### config.mk
export PLATFORM = sky130hd
export DESIGN_NAME = seq_divider
export DESIGN_NICKNAME = d
export VERILOG_FILES = /design/src/div_pkg.sv /design/src/div_controller.sv /design/src/div_counter.sv /design/src/div_datapath.sv /design/src/seq_divider.sv
export SDC_FILE = /design/constraint.sdc
export NUM_CORES = 1
export LEC_CHECK = 0
export BUFFER_PORTS_ARGS = -buffer_cell sky130_fd_sc_hd__buf_2
export CORE_MARGIN = 2
export CORE_UTILIZATION = 35
export CTS_CLUSTER_DIAMETER = 150
export CTS_CLUSTER_SIZE = 8
export DETAILED_ROUTE_END_ITERATION = 12
export SKIP_LAST_GASP = 1
export SYNTH_ARGS = -nofsm -noshare
export SYNTH_HDL_FRONTEND = slang
export SYNTH_HIERARCHICAL = 1
export SYNTH_SLANG_ARGS = --single-unit
### constraint.sdc
create_clock -name clk -period 9.4 [get_ports clk]
set_input_delay 0.47 -clock clk [delete_from_list [all_inputs] [get_ports clk]]
set_output_delay 0.47 -clock clk [all_outputs]
set_load 0.05 [all_outputs]
### src/div_pkg.sv
package div_pkg;

    localparam int DIV_WIDTH = 8;              // Dividend, divisor, quotient and remainder
    localparam int CNT_WIDTH = 4;              // Holds the value DIV_WIDTH
    localparam int REM_WIDTH = DIV_WIDTH + 1;  // Partial remainder carries a sign bit

    // Controller states
    typedef enum logic [1:0] {
        IDLE = 2'b00,  // Accepting operands
        RUN  = 2'b01,  // One quotient bit per cycle
        WAIT = 2'b10   // Result held until the sink takes it
    } div_state_t;

    // Operation applied in the next step
    typedef enum logic {
        ALU_ADD = 1'b0,
        ALU_SUB = 1'b1
    } alu_op_t;

    typedef struct packed {
        logic [DIV_WIDTH-1:0] dividend;
        logic [DIV_WIDTH-1:0] divisor;
    } div_operands_t;

    typedef struct packed {
        logic [DIV_WIDTH-1:0] quotient;
        logic [DIV_WIDTH-1:0] remainder;
    } div_result_t;

    // Controller to datapath bundle
    typedef struct packed {
        logic    load;    // Capture operands and clear A
        logic    step;    // Perform one iteration
        alu_op_t alu_op;  // Add or subtract the divisor
        logic    hold;    // Capture the corrected result
    } div_ctrl_t;

endpackage

### src/div_controller.sv
`timescale 1ns/1ps

module div_controller
    import div_pkg::*;
(
    input  logic      clk,
    input  logic      rst_n,
    input  logic      src_valid,   // Operands offered by the source
    input  logic      dest_ready,  // Sink can take a result
    input  logic      count_done,  // Current step is the last one
    input  logic      sub_msb,     // Sign of the partial remainder
    output logic      src_ready,
    output logic      dest_valid,
    output logic      count_load,  // Preset the step counter
    output logic      clear,       // Zero the step counter
    output div_ctrl_t ctrl
);

    div_state_t state, next_state;

    always_ff @(posedge clk or negedge rst_n) begin
        if (!rst_n) begin
            state <= IDLE;
        end else begin
            state <= next_state;
        end
    end

    // Mealy outputs and next state
    always_comb begin
        next_state  = state;
        src_ready   = 1'b0;
        dest_valid  = 1'b0;
        count_load  = 1'b0;
        clear       = 1'b0;
        ctrl        = '0;
        ctrl.alu_op = ALU_SUB;

        case (state)
            IDLE: begin
                src_ready = 1'b1;
                if (src_valid) begin
                    ctrl.load  = 1'b1;   // Operands transfer on this edge
                    count_load = 1'b1;
                    next_state = RUN;
                end
            end

            RUN: begin
                ctrl.step = 1'b1;
                // Negative remainder adds the divisor back in this step
                ctrl.alu_op = sub_msb ? ALU_ADD : ALU_SUB;

                if (count_done) begin
                    ctrl.hold  = 1'b1;   // Datapath bypasses the fresh result
                    dest_valid = 1'b1;
                    clear      = 1'b1;
                    if (dest_ready) begin
                        src_ready  = 1'b1;
                        next_state = IDLE;
                    end else begin
                        next_state = WAIT;
                    end
                end
            end

            WAIT: begin
                dest_valid = 1'b1;       // Held result stays on the port
                if (dest_ready) begin
                    src_ready  = 1'b1;
                    next_state = IDLE;
                end
            end

            default: begin
                next_state = IDLE;
            end
        endcase
    end

    // State register only ever holds a legal encoding
    a_state_legal: assert property (
        @(posedge clk) disable iff (!rst_n)
        state inside {IDLE, RUN, WAIT}
    ) else $error("Controller left the legal state set");

    // Offered result is not withdrawn before the sink takes it
    a_dest_valid_held: assert property (
        @(posedge clk) disable iff (!rst_n)
        dest_valid && !dest_ready |=> dest_valid
    ) else $error("dest_valid dropped without a transfer");

    // Operand capture never overlaps an iteration
    a_load_step_excl: assert property (
        @(posedge clk) disable iff (!rst_n)
        !(ctrl.load && ctrl.step)
    ) else $error("load and step asserted together");

endmodule

### src/div_counter.sv
`timescale 1ns/1ps

module div_counter
    import div_pkg::*;
(
    input  logic clk,
    input  logic rst_n,
    input  logic count_load,  // Start of a division
    input  logic clear,       // Leaving the iteration phase
    output logic count_done   // One step remains
);

    logic [CNT_WIDTH-1:0] count;

    always_ff @(posedge clk or negedge rst_n) begin
        if (!rst_n) begin
            count <= '0;
        end else if (clear) begin
            count <= '0;
        end else if (count_load) begin
            count <= CNT_WIDTH'(DIV_WIDTH);  // Steps still to run
        end else if (count != '0) begin
            count <= count - 1'b1;
        end
    end

    // Current step is the last one when the count reaches one
    assign count_done = (count == CNT_WIDTH'(1));

endmodule

### src/div_datapath.sv
`timescale 1ns/1ps

module div_datapath
    import div_pkg::*;
(
    input  logic          clk,
    input  logic          rst_n,
    input  div_operands_t operands,
    input  div_ctrl_t     ctrl,
    output logic          sub_msb,  // Sign of the partial remainder
    output div_result_t   result
);

    logic [REM_WIDTH-1:0] a_reg;    // Signed partial remainder
    logic [DIV_WIDTH-1:0] q_reg;    // Dividend shifting out, quotient shifting in
    logic [DIV_WIDTH-1:0] m_reg;    // Divisor

    logic [REM_WIDTH-1:0] m_ext;
    logic [REM_WIDTH-1:0] a_shift;
    logic [REM_WIDTH-1:0] a_next;
    logic [DIV_WIDTH-1:0] q_next;
    logic [DIV_WIDTH-1:0] rem_fix;
    div_result_t          fresh;
    div_result_t          held;

    // Operand and iteration registers
    always_ff @(posedge clk) begin
        if (ctrl.load) begin
            a_reg <= '0;
            q_reg <= operands.dividend;
            m_reg <= operands.divisor;
        end else if (ctrl.step) begin
            a_reg <= a_next;
            q_reg <= q_next;
        end
    end

    // One non-restoring iteration
    always_comb begin
        m_ext   = {1'b0, m_reg};
        a_shift = {a_reg[DIV_WIDTH-1:0], q_reg[DIV_WIDTH-1]};  // Shift A,Q left as one

        if (ctrl.alu_op == ALU_SUB) begin
            a_next = a_shift - m_ext;
        end else begin
            a_next = a_shift + m_ext;
        end

        q_next = {q_reg[DIV_WIDTH-2:0], ~a_next[DIV_WIDTH]};  // Quotient bit is inverted sign
    end

    // A negative final remainder gets the divisor added back
    always_comb begin
        if (a_next[DIV_WIDTH]) begin
            rem_fix = a_next[DIV_WIDTH-1:0] + m_reg;
        end else begin
            rem_fix = a_next[DIV_WIDTH-1:0];
        end
        fresh.quotient  = q_next;
        fresh.remainder = rem_fix;
    end

    // Result hold register for back-pressure
    always_ff @(posedge clk or negedge rst_n) begin
        if (!rst_n) begin
            held <= '0;
        end else if (ctrl.hold) begin
            held <= fresh;
        end
    end

    assign sub_msb = a_reg[DIV_WIDTH];
    assign result  = ctrl.hold ? fresh : held;  // Bypass in the capture cycle

    // Divisor must not move under an iteration in flight
    a_m_stable: assert property (
        @(posedge clk) disable iff (!rst_n)
        ctrl.step |=> $stable(m_reg)
    ) else $error("Divisor changed during a step");

endmodule

### src/seq_divider.sv
`timescale 1ns/1ps

module seq_divider
    import div_pkg::*;
(
    input  logic          clk,
    input  logic          rst_n,
    input  logic          src_valid,
    input  logic          dest_ready,
    input  div_operands_t operands,
    output logic          src_ready,
    output logic          dest_valid,
    output div_result_t   result
);

    div_ctrl_t ctrl;         // Controller to datapath
    logic      count_load;
    logic      clear;
    logic      count_done;
    logic      sub_msb;

    div_controller u_controller (
        .clk        (clk),
        .rst_n      (rst_n),
        .src_valid  (src_valid),
        .dest_ready (dest_ready),
        .count_done (count_done),
        .sub_msb    (sub_msb),
        .src_ready  (src_ready),
        .dest_valid (dest_valid),
        .count_load (count_load),
        .clear      (clear),
        .ctrl       (ctrl)
    );

    div_counter u_counter (
        .clk        (clk),
        .rst_n      (rst_n),
        .count_load (count_load),
        .clear      (clear),
        .count_done (count_done)
    );

    div_datapath u_datapath (
        .clk      (clk),
        .rst_n    (rst_n),
        .operands (operands),
        .ctrl     (ctrl),
        .sub_msb  (sub_msb),
        .result   (result)
    );

endmodule

==> results.sh <==
export IMPL_outcome="finished clean"
export IMPL_diodes=0
export IMPL_min_period_ps=5440
export IMPL_vias_per_cell=5.04
export IMPL_crit_fanout=16
export IMPL_clock_path_buffers=2
export IMPL_gp_congestion=0.806
export IMPL_cpPeakStageDelay_ps=640
export IMPL_cts_tree="built"
export IMPL_io_pins=38
export IMPL_drc_errors=0
export IMPL_final_antenna_net_count=0
export IMPL_layout_nets=346
export IMPL_largest_reg_flops=16
export IMPL_min_period_over_period_pct=57.9
export IMPL_antenna_found_initial=0
export IMPL_numPortBuffers=37
export IMPL_postSynth_asyncResetShare_pct=46.8
export IMPL_hpwl_um=4380
export IMPL_cpMostUsedCell="ha_1"
export IMPL_wl_um=5900
export IMPL_coreArea_mm2=0.00777
export IMPL_ys_flop_type="dfrtp_1"
export IMPL_cp_arrival_ps=4970
export IMPL_synth_area_mm2=0.00283
export IMPL_postLayoutCoreUtil_pct=41.0
export IMPL_slew_viol_final=0
export IMPL_slew_headroom_pct=52.1
export IMPL_hold_viol=0
export IMPL_grt_overflow_total=0
export IMPL_hold_buffers=0
export IMPL_die_h_um=93.9
export IMPL_required_ps=8930
export IMPL_synthCells=266
export IMPL_clock_sinks=47
export IMPL_tightest_slew_ps=719
export IMPL_start_util_pct=36.4
export IMPL_htreeDepth=2
export IMPL_path_cells="inv_1 -> ha_1 -> nand2_1 -> mux2_2 -> fa_1 -> nor2b_4 -> o2111ai_2 -> nand3_1 -> xor2_1 -> ha_1 -> o21a_1 -> nor2_1 -> a21oi_1 -> xnor2_1 -> o311a_1 -> o31ai_1 -> buf_2"
export IMPL_root_buffer="clkbuf_8"
export IMPL_design_die_area_mm2=0.00881
export IMPL_cts_resized=0
export IMPL_worst_path_buf_inv=2
export IMPL_instances_no_fill=405
export IMPL_post_cts_buffers=0
export IMPL_dr_first_iter_drc_count=92
export IMPL_hp_class="input port to asynchronous set/reset pin"
export IMPL_synth_seq_area_share_pct=42.9
export IMPL_synth_seq_cells=47
export IMPL_n_fill_cell=767
export IMPL_drv_cap=0
export IMPL_clk_latency_ps=300
export IMPL_ys_types=51
export IMPL_syn_num_nets=310
export IMPL_firstDrtPassIters=4
export IMPL_syn_to_final_growth_pct=12.7
export IMPL_die_w_um=93.9
export IMPL_critPathKind="flop to output port"
export IMPL_avgSynthCellArea_um2=10.6
export IMPL_fin_skew_ps=6.10
export IMPL_r2r_slack_ps=4940
export IMPL_drive_gt1_share_pct=24.4
export IMPL_cts_buffers=5
export IMPL_dr_total_vias=2040
export IMPL_setup_violations=0
export IMPL_dp_cells=397
export IMPL_startpoint_type="flop"
export IMPL_rows=32
export IMPL_clk_pin_slew_ps=90
export IMPL_critPathCaptureType="output port"
export IMPL_grt_pass1_wl_um=10000
export IMPL_max_freq_ghz=0.184
export IMPL_synth_edff_count=16
export IMPL_grt_pass1_vias=2042
export IMPL_tns_ps=0
export IMPL_critical_path_top_delay_family="adder cells"
export IMPL_grt_start_max_net_pins=33
export IMPL_rsz0062_at_grt="no"
export IMPL_wl_per_cell_um=14.6
export IMPL_yosysWarnings=6
export IMPL_slowest_stage="ha_1"
export IMPL_grt_usage_pct=14.4
==> worst paths after layout <==
check,cells past startpoint,endpoint,from
max in group asynchronous,1,u_datapath/held[6],rst_n
worst min register to register,2,u_datapath/held[7],u_datapath/held[7]
min in group clk,1,u_datapath/m_reg[1],operands[1]
worst max-delay path,17,result[7],u_controller/state[1]
worst min-delay path,1,u_datapath/held[11],rst_n
worst max register to register,16,u_datapath/held[7],u_controller/state[1]
==> kinds of logic after synthesis <==
group           Yosys count  synth area share (%)
xor+xnor                 19                  5.89
flops                    47                  42.9
simple gates             66                  11.9
compound gates           56                  14.4
buf+inv                  31                  4.96
fa+ha+maj                24                  11.2
mux                      23                  8.90
==> synthesized netlist by cell type (8+ instances only) <==
master,n,area (µm²)
a21oi_1,10,50.1
a31oi_1,8,50.1
dfrtp_1,22,551
dfxtp_1,9,180
edfxtp_1,16,480
ha_1,22,275
inv_1,19,71.3
mux2_2,16,180
nand2_1,9,33.8
nand3_1,8,40.0
nor2_1,25,93.8
nor3_1,9,45.0
xnor2_1,14,123
==> per-stage QoR <==
step	worst slack [ps]	area, µm²	hold slack [ps]
after CTS	3960	3190	142
final	3960	3190	136
after floorplan	4330	2830	174
after global placement	4390	3100	469
after detailed placement	4280	3100	468
after global routing	3580	3190	159
==> worst reg2reg max path: stages, from the launching register on <==
cell	delay [ps]
dfrtp_1	410
inv_1	120
ha_1	640
nand2_1	340
mux2_2	380
fa_1	460
nor2b_4	160
o2111ai_2	140
nand3_1	130
xor2_1	290
ha_1	320
o21a_1	120
nor2_1	100
a21oi_1	60
xnor2_1	160
o311a_1	310
o31ai_1	230
==> metal layers <==
metal | GRT usage, % | up-vias | wire (µm)
met4 | 4.59 | 0 | 45
met3 | 2.57 | 2 | 198
met5 | 0 | - | 0
met2 | 22.6 | 39 | 2740
met1 | 20.3 | 976 | 2910
li1 | - | 1023 | -
==> layout make-up <==
type	instances	area (µm²)	share of cell area, %
clock buffer	6	72.6	2.28
sequential	47	1210	38.0
timing repair buffer	40	208	6.52
inverter	20	75.1	2.36
tap	102	128	4.00
multi-input combinational	188	1480	46.3
clock inverter	2	17.5	0.550
==> cell usage in the layout, fill, tap and decap left out, types with 4 or more instances in the layout <==
cell | synthesis | layout
o21ai_1 | 5 | 5
mux2i_1 | 6 | 6
xor2_1 | 5 | 5
o21a_1 | 6 | 6
nand2_1 | 9 | 9
nor3_1 | 9 | 9
buf_2 | 1 | 37
nand3_1 | 8 | 8
nor2_1 | 25 | 25
inv_1 | 19 | 19
dfxtp_1 | 9 | 9
a21oi_1 | 10 | 10
mux2_2 | 16 | 16
dfrtp_1 | 22 | 22
xnor2_1 | 14 | 14
clkbuf_8 | 0 | 5
a31oi_1 | 8 | 8
edfxtp_1 | 16 | 16
a21o_1 | 4 | 4
ha_1 | 22 | 22
Power is not shown: default switching activity piles up to over one toggle a cycle in this logic, so the estimate is an artifact.
